$ cat src/rtl/dispatch_params.svh
// Width and depth settings for the dispatch stage.
// LONG_SLOTS must equal 2**CID_W because commit ids wrap as slot indices.
// XLEN is fixed at 32 by the byte-mask and store-data logic.

`ifndef DISPATCH_PARAMS_SVH
`define DISPATCH_PARAMS_SVH

// data and address width
`define XLEN 32

// register file address width
`define REG_AW 5

// commit id width for long instructions
`define CID_W 2

// outstanding multiply/divide instructions
`define LONG_SLOTS 4

`endif
$ cat src/rtl/dispatch_pkg.sv
// Types shared by the dispatch stage and its users.
// The op field of dec_info_t is 4 bits wide and holds the enum that matches unit.
// Only alu_op_e uses all 4 bits. The other op enums sit in op[2:0].

`include "dispatch_params.svh"

package dispatch_pkg;

    typedef logic [`XLEN-1:0]   word_t;
    typedef logic [`REG_AW-1:0] reg_addr_t;
    typedef logic [`CID_W-1:0]  commit_id_t;
    typedef logic [3:0]         wmask_t;

    typedef enum logic [1:0] {
        UNIT_ALU    = 2'd0,
        UNIT_BRU    = 2'd1,
        UNIT_MEM    = 2'd2,
        UNIT_MULDIV = 2'd3
    } unit_e;

    typedef enum logic [3:0] {
        ALU_ADD  = 4'd0,
        ALU_SUB  = 4'd1,
        ALU_AND  = 4'd2,
        ALU_OR   = 4'd3,
        ALU_XOR  = 4'd4,
        ALU_SLT  = 4'd5,
        ALU_SLTU = 4'd6,
        ALU_SLL  = 4'd7,
        ALU_SRL  = 4'd8,
        ALU_SRA  = 4'd9
    } alu_op_e;

    typedef enum logic [2:0] {
        BRU_BEQ, BRU_BNE, BRU_BLT, BRU_BGE, BRU_BLTU, BRU_BGEU, BRU_JAL, BRU_JALR
    } bru_op_e;

    // stores are the top three codes
    typedef enum logic [2:0] {
        MEM_LB, MEM_LH, MEM_LW, MEM_LBU, MEM_LHU, MEM_SB, MEM_SH, MEM_SW
    } mem_op_e;

    typedef enum logic [2:0] {
        MD_MUL, MD_MULH, MD_MULHSU, MD_MULHU, MD_DIV, MD_DIVU, MD_REM, MD_REMU
    } md_op_e;

    // decoded instruction from the decode stage
    typedef struct packed {
        unit_e     unit;
        logic [3:0] op;
        logic      use_imm;
        logic      use_pc;
        reg_addr_t rd;
        reg_addr_t rs1;
        reg_addr_t rs2;
        logic      rd_we;
        word_t     pc;
        word_t     imm;
    } dec_info_t;

    // combinational results handed to the pipeline register
    typedef struct packed {
        word_t  op1;
        word_t  op2;
        logic   br_taken;
        word_t  br_target;
        word_t  mem_addr;
        wmask_t mem_wmask;
        word_t  mem_wdata;
    } decode_res_t;

    // registered packet towards the execution units
    typedef struct packed {
        logic       valid;
        unit_e      unit;
        logic [3:0] op;
        word_t      op1;
        word_t      op2;
        reg_addr_t  rd;
        logic       rd_we;
        commit_id_t commit_id;
        word_t      pc;
        logic       br_taken;
        word_t      br_target;
        word_t      mem_addr;
        wmask_t     mem_wmask;
        word_t      mem_wdata;
    } issue_pkt_t;

endpackage

$ cat src/rtl/dispatch_stage.sv
// Dispatch stage of a small in-order RISC-V core.
// An instruction is taken when dec_valid_i and dec_ready_o are both high,
// and shows up on issue_o one cycle later. The upstream stage must hold
// its inputs until then. dec_ready_o may drop while dec_valid_i is low.

`timescale 1ns/1ps

module dispatch_stage (
    input  logic                     clk,
    input  logic                     rst_n_i,
    input  logic                     dec_valid_i,
    input  dispatch_pkg::dec_info_t  dec_info_i,
    input  dispatch_pkg::word_t      rs1_rdata_i,
    input  dispatch_pkg::word_t      rs2_rdata_i,
    input  logic                     stall_i,
    input  logic                     commit_valid_i,
    input  dispatch_pkg::commit_id_t commit_id_i,
    output logic                     dec_ready_o,
    output logic                     hazard_stall_o,
    output dispatch_pkg::issue_pkt_t issue_o
);

    dispatch_pkg::decode_res_t dec_res;
    dispatch_pkg::commit_id_t  alloc_id;
    logic                      accept;

    assign dec_ready_o = !hazard_stall_o && !stall_i;
    // single accept term for scoreboard and pipe
    assign accept      = dec_valid_i && dec_ready_o;

    hazard_unit hazard_unit_inst (
        .clk            (clk),
        .rst_n_i        (rst_n_i),
        .accept_i       (accept),
        .dec_info_i     (dec_info_i),
        .commit_valid_i (commit_valid_i),
        .commit_id_i    (commit_id_i),
        .hazard_stall_o (hazard_stall_o),
        .alloc_id_o     (alloc_id)
    );

    dispatch_decode dispatch_decode_inst (
        .dec_info_i  (dec_info_i),
        .rs1_rdata_i (rs1_rdata_i),
        .rs2_rdata_i (rs2_rdata_i),
        .res_o       (dec_res)
    );

    dispatch_pipe dispatch_pipe_inst (
        .clk        (clk),
        .rst_n_i    (rst_n_i),
        .stall_i    (stall_i),
        .accept_i   (accept),
        .dec_info_i (dec_info_i),
        .res_i      (dec_res),
        .alloc_id_i (alloc_id),
        .issue_o    (issue_o)
    );

endmodule

$ cat src/rtl/dispatch_pipe.sv
// Dispatch pipeline register.
// stall_i freezes the whole packet. Without stall, valid follows accept_i
// one cycle later, so a cycle without acceptance leaves a bubble.
// Payload fields are undefined until the first accepted instruction.

`timescale 1ns/1ps

module dispatch_pipe (
    input  logic                      clk,
    input  logic                      rst_n_i,
    input  logic                      stall_i,
    input  logic                      accept_i,
    input  dispatch_pkg::dec_info_t   dec_info_i,
    input  dispatch_pkg::decode_res_t res_i,
    input  dispatch_pkg::commit_id_t  alloc_id_i,
    output dispatch_pkg::issue_pkt_t  issue_o
);

    dispatch_pkg::issue_pkt_t pkt_d;
    dispatch_pkg::issue_pkt_t pkt_q;
    logic                     valid_q;

    always_comb begin
        pkt_d.valid     = 1'b1;
        pkt_d.unit      = dec_info_i.unit;
        pkt_d.op        = dec_info_i.op;
        pkt_d.op1       = res_i.op1;
        pkt_d.op2       = res_i.op2;
        pkt_d.rd        = dec_info_i.rd;
        pkt_d.rd_we     = dec_info_i.rd_we;
        // only long instructions own a commit id
        pkt_d.commit_id = (dec_info_i.unit == dispatch_pkg::UNIT_MULDIV) ? alloc_id_i : '0;
        pkt_d.pc        = dec_info_i.pc;
        pkt_d.br_taken  = res_i.br_taken;
        pkt_d.br_target = res_i.br_target;
        pkt_d.mem_addr  = res_i.mem_addr;
        pkt_d.mem_wmask = res_i.mem_wmask;
        pkt_d.mem_wdata = res_i.mem_wdata;
    end

    always_ff @(posedge clk or negedge rst_n_i) begin
        if (!rst_n_i) begin
            valid_q <= 1'b0;
        end else if (!stall_i) begin
            valid_q <= accept_i;
        end
    end

    always_ff @(posedge clk) begin
        if (!stall_i && accept_i) begin
            pkt_q <= pkt_d;
        end
    end

    always_comb begin
        issue_o       = pkt_q;
        issue_o.valid = valid_q;
    end

    // downstream relies on a frozen packet under back-pressure
    a_hold_on_stall: assert property (
        @(posedge clk) disable iff (!rst_n_i)
        stall_i |=> (issue_o === $past(issue_o))
    ) else $error("issue_o changed while stall_i was high");

endmodule

$ cat src/rtl/dispatch_decode.sv
// Combinational operand selection, branch resolution and store formatting.
// br_taken is only set for BRU instructions. mem_wmask and mem_wdata are
// zero for loads and for every unit other than MEM. Misaligned halfword
// and word stores are not trapped here; the low address bits are ignored.

`timescale 1ns/1ps

module dispatch_decode (
    input  dispatch_pkg::dec_info_t   dec_info_i,
    input  dispatch_pkg::word_t       rs1_rdata_i,
    input  dispatch_pkg::word_t       rs2_rdata_i,
    output dispatch_pkg::decode_res_t res_o
);

    dispatch_pkg::bru_op_e bru_op;
    dispatch_pkg::mem_op_e mem_op;
    dispatch_pkg::word_t   mem_addr;
    dispatch_pkg::word_t   jalr_target;
    logic                  is_bru;
    logic                  is_mem;
    logic                  cond;

    assign bru_op = dispatch_pkg::bru_op_e'(dec_info_i.op[2:0]);
    assign mem_op = dispatch_pkg::mem_op_e'(dec_info_i.op[2:0]);
    assign is_bru = (dec_info_i.unit == dispatch_pkg::UNIT_BRU);
    assign is_mem = (dec_info_i.unit == dispatch_pkg::UNIT_MEM);

    // shared by loads and stores
    assign mem_addr = rs1_rdata_i + dec_info_i.imm;

    // jalr clears the low target bit
    always_comb begin
        jalr_target    = rs1_rdata_i + dec_info_i.imm;
        jalr_target[0] = 1'b0;
    end

    // branch condition
    always_comb begin
        case (bru_op)
            dispatch_pkg::BRU_BEQ:  cond = (rs1_rdata_i == rs2_rdata_i);
            dispatch_pkg::BRU_BNE:  cond = (rs1_rdata_i != rs2_rdata_i);
            dispatch_pkg::BRU_BLT:  cond = ($signed(rs1_rdata_i) < $signed(rs2_rdata_i));
            dispatch_pkg::BRU_BGE:  cond = ($signed(rs1_rdata_i) >= $signed(rs2_rdata_i));
            dispatch_pkg::BRU_BLTU: cond = (rs1_rdata_i < rs2_rdata_i);
            dispatch_pkg::BRU_BGEU: cond = (rs1_rdata_i >= rs2_rdata_i);
            default:                cond = 1'b1;
        endcase
    end

    always_comb begin
        res_o.op1 = dec_info_i.use_pc  ? dec_info_i.pc  : rs1_rdata_i;
        res_o.op2 = dec_info_i.use_imm ? dec_info_i.imm : rs2_rdata_i;

        res_o.br_taken = is_bru && cond;
        if (is_bru && (bru_op == dispatch_pkg::BRU_JALR)) begin
            res_o.br_target = jalr_target;
        end else begin
            res_o.br_target = dec_info_i.pc + dec_info_i.imm;
        end

        res_o.mem_addr  = mem_addr;
        res_o.mem_wmask = '0;
        res_o.mem_wdata = '0;
        if (is_mem) begin
            case (mem_op)
                dispatch_pkg::MEM_SB: begin
                    res_o.mem_wmask = 4'b0001 << mem_addr[1:0];
                    res_o.mem_wdata = {4{rs2_rdata_i[7:0]}};
                end
                dispatch_pkg::MEM_SH: begin
                    // halfword lane picked by address bit 1
                    res_o.mem_wmask = 4'b0011 << {mem_addr[1], 1'b0};
                    res_o.mem_wdata = {2{rs2_rdata_i[15:0]}};
                end
                dispatch_pkg::MEM_SW: begin
                    res_o.mem_wmask = 4'b1111;
                    res_o.mem_wdata = rs2_rdata_i;
                end
                default: begin
                    res_o.mem_wmask = '0;
                    res_o.mem_wdata = '0;
                end
            endcase
        end
    end

endmodule

$ cat src/rtl/hazard_unit.sv
// Scoreboard for outstanding multiply/divide instructions.
// Ids are handed out in order and wrap; a long instruction stalls while the
// slot at the pointer is still busy, even if a later slot is already free.
// Register 0 never causes a stall. hazard_stall_o does not look at the
// valid bit of the incoming instruction.

`timescale 1ns/1ps

`include "dispatch_params.svh"

module hazard_unit (
    input  logic                    clk,
    input  logic                    rst_n_i,
    input  logic                    accept_i,
    input  dispatch_pkg::dec_info_t dec_info_i,
    input  logic                    commit_valid_i,
    input  dispatch_pkg::commit_id_t commit_id_i,
    output logic                    hazard_stall_o,
    output dispatch_pkg::commit_id_t alloc_id_o
);

    logic [`LONG_SLOTS-1:0]  busy_q;
    dispatch_pkg::reg_addr_t slot_rd_q [`LONG_SLOTS];
    dispatch_pkg::commit_id_t alloc_ptr_q;

    logic is_long;
    logic alloc;
    logic reg_hit;

    assign is_long = (dec_info_i.unit == dispatch_pkg::UNIT_MULDIV);
    assign alloc   = accept_i && is_long;

    // any register of the new instruction still owed by a busy slot
    always_comb begin
        reg_hit = 1'b0;
        for (int i = 0; i < `LONG_SLOTS; i++) begin
            if (busy_q[i] && (slot_rd_q[i] != '0)) begin
                if ((slot_rd_q[i] == dec_info_i.rs1) ||
                    (slot_rd_q[i] == dec_info_i.rs2) ||
                    (dec_info_i.rd_we && (slot_rd_q[i] == dec_info_i.rd))) begin
                    reg_hit = 1'b1;
                end
            end
        end
    end

    assign hazard_stall_o = reg_hit || (is_long && busy_q[alloc_ptr_q]);
    assign alloc_id_o     = alloc_ptr_q;

    // commit clears first, a same-cycle allocation targets another slot
    always_ff @(posedge clk or negedge rst_n_i) begin
        if (!rst_n_i) begin
            busy_q      <= '0;
            alloc_ptr_q <= '0;
        end else begin
            if (commit_valid_i) begin
                busy_q[commit_id_i] <= 1'b0;
            end
            if (alloc) begin
                busy_q[alloc_ptr_q] <= 1'b1;
                alloc_ptr_q         <= alloc_ptr_q + dispatch_pkg::commit_id_t'(1);
            end
        end
    end

    // destination owed by each slot, zero when nothing is written back
    always_ff @(posedge clk) begin
        if (alloc) begin
            slot_rd_q[alloc_ptr_q] <= dec_info_i.rd_we ? dec_info_i.rd : '0;
        end
    end

    // the top-level accept term must respect the id stall
    a_no_alloc_busy: assert property (
        @(posedge clk) disable iff (!rst_n_i)
        alloc |-> !busy_q[alloc_ptr_q]
    ) else $error("long instruction allocated into busy slot %0d", alloc_ptr_q);

    // writeback may only retire ids that were handed out
    a_no_commit_free: assert property (
        @(posedge clk) disable iff (!rst_n_i)
        commit_valid_i |-> busy_q[commit_id_i]
    ) else $error("commit of free slot %0d", commit_id_i);

endmodule

$ cat config.mk
export PLATFORM = sky130hd
export DESIGN_NAME = dispatch_stage
export DESIGN_NICKNAME = d
export VERILOG_FILES = /design/src/rtl/dispatch_pkg.sv /design/src/rtl/dispatch_stage.sv /design/src/rtl/dispatch_pipe.sv /design/src/rtl/dispatch_decode.sv /design/src/rtl/hazard_unit.sv
export VERILOG_INCLUDE_DIRS = /design/src /design/src/rtl
export SDC_FILE = /design/constraint.sdc
export NUM_CORES = 1
export LEC_CHECK = 0
export BUFFER_PORTS_ARGS = -buffer_cell sky130_fd_sc_hd__buf_2
export CORE_MARGIN = 3
export CORE_UTILIZATION = 40
export DETAILED_ROUTE_END_ITERATION = 12
export HOLD_SLACK_MARGIN = 0.12
export PLACE_DENSITY_LB_ADDON = 0.15
export SLEW_MARGIN = 20
export SYNTH_ARGS = -nofsm -noshare
export SYNTH_HDL_FRONTEND = slang
export SYNTH_SLANG_ARGS = --single-unit
$ cat constraint.sdc
create_clock -name clk -period 11.7 [get_ports clk]
set_input_delay 3.51 -clock clk [delete_from_list [all_inputs] [get_ports clk]]
set_output_delay 3.51 -clock clk [all_outputs]
set_load 0.01 [all_outputs]
After elaboration in Yosys (flattened, before gate mapping)

Memory sizes are Yosys's and may differ from the RTL's.
Index checks and enable logic that the tools add are counted.

Flip-flop bits (word level): 218
Input bits: 159
Memories: 1
Bits in writable memories: 20
Output and inout port bits: 214

Muxes and demuxes: 24
Bitwise gates (word level): 3
Shifts and indexed selects: 2
Add/sub/neg operators: 3
Reduce and logical (&&, ||, !) cells: 33
Order comparisons: 8
Equality and inequality tests: 24

Memories:

| name                       | words | bits a word | rd ports | clocked after memory_dff | write ports | RTL line          | source |
|---|---|---|---|---|---|---|---|
| hazard_unit_inst.slot_rd_q | 4     | 5           | 4        | 0                        | 1           | hazard_unit.sv:23 | `` dispatch_pkg::reg_addr_t slot_rd_q [`LONG_SLOTS]; `` |

Operator list:

| operator           | count |
|---|---|
| $pmux 36 s3        | 1 |
| $mux 32            | 3 |
| $add 32x32->32     | 2 |
| $ge 32x32->1       | 2 |
| $lt 32x32->1       | 2 |
| $eq 5x5->1         | 12 |
| $eq 32x32->1       | 1 |
| $ne 32x32->1       | 1 |
| $reduce_bool 5->1  | 4 |
| $logic_and 1x1->1  | 17 |
| $mux 1             | 13 |
| $eq 3x3->1 const B | 4 |
| $logic_or 1x1->1   | 9 |
| $mux 4             | 2 |
| $eq 3x2->1 const B | 2 |
| $lt 2x3->1 const B | 2 |
| $pmux 1 s6         | 1 |
| $mux 5             | 1 |
| $and 4x4->4        | 1 |
| $demux 1 s2        | 2 |
| $eq 2x2->1 const B | 2 |
| $ge 2x1->1 const B | 2 |
| $not 4->4          | 1 |
| $or 4x4->4         | 1 |
| other kinds (8)    | 9 |

Logic depth before layout (Yosys ltp)

An unclocked memory read counts as a cell.

Depth in word-level cells: 19
Mapped depth: 12
Gate-level depth less buffers: 12

Modules after synthesis

A second synthesis with hierarchy kept.

Cells, all modules: 1258
Area, all modules: 14114.8 sq um

By module, submodules not included:

| module          | seq. area each (sq um) | cells an instance | instances | area an instance (sq um) |
|---|---|---|---|---|
| dispatch_pipe   | 6361.1                 | 217               | 1         | 6404.9 |
| dispatch_decode | 0.0                    | 878               | 1         | 5934.4 |
| hazard_unit     | 750.7                  | 161               | 1         | 1759.2 |
| dispatch_stage  | 0.0                    | 2                 | 1         | 16.3 |

Worst setup path before layout

OpenSTA, ideal clock, no wires.

Kind: input to register
Start point: in dec_info_i[75] in the netlist's numbering
End point: mem hazard_unit_inst.slot_rd_q[0][0] in the netlist's numbering (enable)
Data required time: 11.327 ns
Setup slack: -3.301 ns
Path buffers: 1
Stages on the path: 10
Data arrival time: 14.628 ns
Setup time: 0.373 ns
Cell sequence: clkbuf_1 > xor2_1 > nor4_1 > nand3_1 > o31ai_1 > o221ai_1 > nand4_1 > nor3b_2 > nand3_2 > nor2_1

Longest elaborated chain between the ends: 18
Elaborated cells on any way between the ends: 27
Those cells by class: eq/ne (4); mux (10); reduce/logical (13)

RTL lines:

| what                  | RTL line             | source |
|---|---|---|
| start: declaration    | dispatch_stage.sv:12 | `input dispatch_pkg::dec_info_t dec_info_i,` |
| $eq 5x5->1            | hazard_unit.sv:40    | `(dec_info_i.rd_we && (slot_rd_q[i] == dec_info_i.rd))) begin` |
| $logic_and 1x1->1     | hazard_unit.sv:40    |  |
| $logic_or 1x1->1      | hazard_unit.sv:39    | `(slot_rd_q[i] == dec_info_i.rs2) \|\|` |
| $mux 1                | hazard_unit.sv:38    | `if ((slot_rd_q[i] == dec_info_i.rs1) \|\|` |
| $mux 1                | hazard_unit.sv:37    | `if (busy_q[i] && (slot_rd_q[i] != '0)) begin` |
| $mux 1                | hazard_unit.sv:38    |  |
| $mux 1                | hazard_unit.sv:37    |  |
| $mux 1                | hazard_unit.sv:38    |  |
| (+3 left out)         | --                   |  |
| $logic_or 1x1->1 (*)  | hazard_unit.sv:47    | `assign hazard_stall_o = reg_hit \|\| (is_long && busy_q[alloc_ptr_q]);` |
| net hazard_stall_o    | dispatch_stage.sv:19 | `output logic hazard_stall_o,` |
| $logic_not 1->1 (*)   | dispatch_stage.sv:27 | `assign dec_ready_o = !hazard_stall_o && !stall_i;` |
| $logic_and 1x1->1 (*) | dispatch_stage.sv:27 |  |
| $logic_and 1x1->1 (*) | dispatch_stage.sv:29 | `assign accept = dec_valid_i && dec_ready_o;` |
| $logic_and 1x1->1 (*) | hazard_unit.sv:31    | `assign alloc = accept_i && is_long;` |
| $mux 1 (*)            | hazard_unit.sv:68    | `if (alloc) begin` |
| $mux 1 (*)            | hazard_unit.sv:69    | `slot_rd_q[alloc_ptr_q] <= dec_info_i.rd_we ? dec_info_i.rd : '0;` |
| end: declaration      | hazard_unit.sv:23    |  |

Mark *: on every way through the listed nets, which the timed path passes. The rest lies on a longest branch.

Worst setup path in the final report

Start point: in dec_info_i[77] in the netlist's numbering
End point: out dec_ready_o

Longest elaborated chain between the ends: 14
Elaborated cells on any way between the ends: 23
Those cells by class: eq/ne (4); mux (8); reduce/logical (11)

RTL lines:

| what                  | RTL line             | source |
|---|---|---|
| $eq 5x5->1            | hazard_unit.sv:40    |  |
| $logic_and 1x1->1     | hazard_unit.sv:40    |  |
| $logic_or 1x1->1      | hazard_unit.sv:39    |  |
| $mux 1                | hazard_unit.sv:38    |  |
| $mux 1                | hazard_unit.sv:37    |  |
| $mux 1                | hazard_unit.sv:38    |  |
| $mux 1                | hazard_unit.sv:37    |  |
| $mux 1                | hazard_unit.sv:38    |  |
| $mux 1                | hazard_unit.sv:37    |  |
| $mux 1                | hazard_unit.sv:38    |  |
| $mux 1 (*)            | hazard_unit.sv:37    |  |
| $logic_or 1x1->1 (*)  | hazard_unit.sv:47    |  |
| $logic_not 1->1 (*)   | dispatch_stage.sv:27 |  |
| $logic_and 1x1->1 (*) | dispatch_stage.sv:27 |  |
| end: declaration      | dispatch_stage.sv:18 | `output logic dec_ready_o,` |

Every way passes the cells marked *; elsewhere a longest branch is shown, timed or not.

==> run summary <==
routed len/inst - 22.3 um
final wirelength - 46200 um
CTS buffer count - 28
WP data arrival - 4.97 ns
Initial Util - 40.9%
global route hottest layer - met2
Synth warnings - 0
maximum vdd drop - 123 uV
startpoint types - input pin
First-pass DRT Iterations - 5
CTS clk-pin slew, worst paths - 0.05 ns
kind of end point of the critical path - output pin
Post-Synthesis Cells - 1236
met1 usage - 32.9%
Max Freq - 118 MHz
number of antenna violations at the first check in global routing - 9
RSZ-0062 raised after global routing - false
Worst path max stage delay - 0.30 ns
synthesis-to-layout area growth - 23.7%
final worst path period need - 8.48 ns
DRT iter0 DRCs - 768
final core area utilization - 50.6%
Post-synth top flop - edfxtp_1
final worst setup slack - 3.22 ns
site row count - 67
post-route ant nets - 0
Async S/R FF share, synth - 2.94%
Rel. slew slack - 32.1%
fin nets - 1859
Clock Sinks - 238
Final setup viols - 0
Die H - 192 um
max cap viols - 0
met2 GRT Util - 40.0%
WHS - 0.487 ns
Inst Count DP - 2018
Layout Skew - 0.0142 ns
via/cell ratio - 5.42
IO buf count - 372
design area - 17100 um2
register area - 7110 um2
footprint of the multi-input gates - 6320 um2
clock buffer depth - 3
buffer and inverter count on the worst path - 2
Leakage - 7.27 nW
Post-CTS Setup Bufs - 0
Yosys cell types - 72
Worst path slowest cell - nor4_1
Tcrit/Tclk final - 72.4%
Fin. Hold Viols - 0
Tot Pwr - 2.50 mW
cts hold-fix bufs - 0
Global Route Usage Sum - 24.4%
status - finished, final reports clean
post-detail-place hpwl - 35600 um
CP max FO - 6
IO Count - 373
Mapped Nets - 1495
setup TNS - 0 ns
cell family with most CP delay - simple AND/OR/NAND/NOR gates
# fillers - 3140
Data required, critical path - 8.19 ns
DRC - 0
post-route insts no fill - 2073
core box area - 33800 um2
die area - 36800 um2
Yosys top cell area share - 50.2%
Slew Limit Fails - 0
Mapped Area - 13800 um2
PostCTS Resize Cnt - 0
global-route wire length before repair - 67700 um
CTS tree - built
GRT overflow - 0
H-tree depth - 1
worst min path class - reg -> reg
vias in the first global route - 11000
die span in x - 192 um
Root Driver - clkbuf_16
Place WS - 3.23 ns
RePlAce Congestion - 0.932
vias after detailed routing - 11200
register area share after synthesis - 51.4%
PD cells - 146 nW/um2
cell repeated most along the worst path - buf_2
syn_area_per_cell - 11.2 um2
Crit Path Class - in -> out
largest net degree at the start of global routing - 172
ranking of synthesized cells by area - edfxtp_1, ha_1, xnor2_1, mux2_2, xor2_1
critical path cell sequence - buf_2 > xor2_1 > nor4_1 > nand3_1 > o31ai_1 > o221ai_1 > nand4_1 > nor2_1 > buf_2
FF+latch count, synth - 238
worst-skew pair later-pin latency - 0.55 ns
fraction of layout cells with a size suffix above 1 - 29.5%
largest area contributor in the netlist - edfxtp_1
Post-synth EDFFs - 231
M3 GR Usage - 5.37%
area post-placement - 16100 um2
pin slew with the least headroom to its limit - 1.02 ns
[layer usage]
metal	vias up	share of wire [%]
li1	5332	-
met1	5395	42
met2	423	47
met3	71	8.0
met4	8	2.5
met5	-	0.091
[flip-flops by register name, summed over array words and instances, names as in the netlist]
signal,cells
dispatch_pipe_inst.issue_o,211
hazard_unit_inst.busy_q,4
hazard_unit_inst.alloc_id_o,2
hazard_unit_inst.slot_rd_q,20
dispatch_pipe_inst.valid_q,1
[cells in the final DEF (no fill, tap or decap), types with 7 or more instances in the layout]
cell type and count:
nand4_1 11, a31oi_1 10, ha_1 98, clkbuf_16 29, o21a_1 10, nand2_1 118
mux2_2 42, xor2_1 53, xnor2_1 60, nand3_1 28, and2_1 11, nor2_1 58
a21o_1 49, and3_1 13, buf_2 372, nor3_1 11, or3_1 7, o211ai_1 9
o21ai_1 16, o21ai_0 90, dfrtp_1 7, a21oi_1 91, nor2b_1 8, nand2b_1 7
a211oi_1 10, edfxtp_1 231, inv_1 59
[where the power goes]
part           total, mW  leakage (nW)  switching [mW]  internal, mW
logic              0.518          4.54           0.316         0.202
clock network      0.916         0.470           0.356         0.560
registers           1.06          2.26          0.0296          1.03
total               2.50          7.27           0.702          1.80
[kinds of logic (layout without fill, tap and decap cells)]
family | count (synthesis) | in the layout | share of synthesized area, %
and+or+nand+nor | 302 | 302 | 10.4
DFF | 238 | 238 | 51.4
buffers and inverters | 103 | 488 | 2.90
AOI/OAI and AO/OA | 335 | 335 | 15.2
xor gates and xnor gates | 113 | 113 | 7.16
adders and majority gates | 100 | 100 | 9.16
muxes | 45 | 45 | 3.73
other | 0 | 4 | 0
[synth_stat cells (4+ instances only)]
| master | number |
|---|---|
| edfxtp_1 | 231 |
| nand2_1 | 118 |
| ha_1 | 98 |
| a21oi_1 | 91 |
| o21ai_0 | 90 |
| xnor2_1 | 60 |
| inv_1 | 59 |
| nor2_1 | 59 |
| xor2_1 | 53 |
| a21o_1 | 49 |
| mux2_2 | 42 |
| clkbuf_1 | 37 |
| nand3_1 | 28 |
| o21ai_1 | 16 |
| and3_1 | 13 |
| and2_1 | 11 |
| nand4_1 | 11 |
| nor3_1 | 11 |
| a211oi_1 | 10 |
| a31oi_1 | 10 |
| o21a_1 | 10 |
| o211ai_1 | 9 |
| nor2b_1 | 8 |
| dfrtp_1 | 7 |
| nand2b_1 | 7 |
| or3_1 | 7 |
| nand3b_1 | 5 |
| nor4_1 | 5 |
| o31ai_1 | 5 |
| or4_1 | 5 |
| a211o_1 | 4 |
| o21bai_1 | 4 |
[worst paths after layout]
kind / to / depth (start not counted) / slack (ns) / start
setup / recovery: dec_ready_o / 9 / 3.22 / dec_info_i[77]
hold / removal: dispatch_pipe_inst.valid_q / 1 / 0.49 / dispatch_pipe_inst.valid_q
setup reg to reg: dispatch_pipe_inst.issue_o[112] / 8 / 8.03 / hazard_unit_inst.slot_rd_q[3][0]
hold reg to reg: dispatch_pipe_inst.valid_q / 1 / 0.49 / dispatch_pipe_inst.valid_q
max in group asynchronous: hazard_unit_inst.busy_q[2] / 1 / 8.75 / rst_n_i
min in group asynchronous: hazard_unit_inst.alloc_id_o[0] / 1 / 2.79 / rst_n_i
[area by class of cell]
class | instances | area share (%)
Antenna cell | 4 | 0.0585
Inverter | 59 | 1.30
Tap cell | 448 | 3.28
Clock buffer | 34 | 4.35
Timing Repair Buffer | 378 | 11.2
Clock inverter | 17 | 1.24
Multi-Input combinational cell | 895 | 37.0
Sequential cell | 238 | 41.6
[worst reg2reg max path, stage by stage, from the launching register on]
cell	delay, ns
edfxtp_1	0.49
or4_1	0.55
o21ai_1	0.17
a31oi_1	0.07
a31oi_1	0.15
nand4_1	0.22
nor3b_4	0.25
buf_4	0.50
buf_12	0.69
Note: power is estimated with default switching activity, not from simulation.
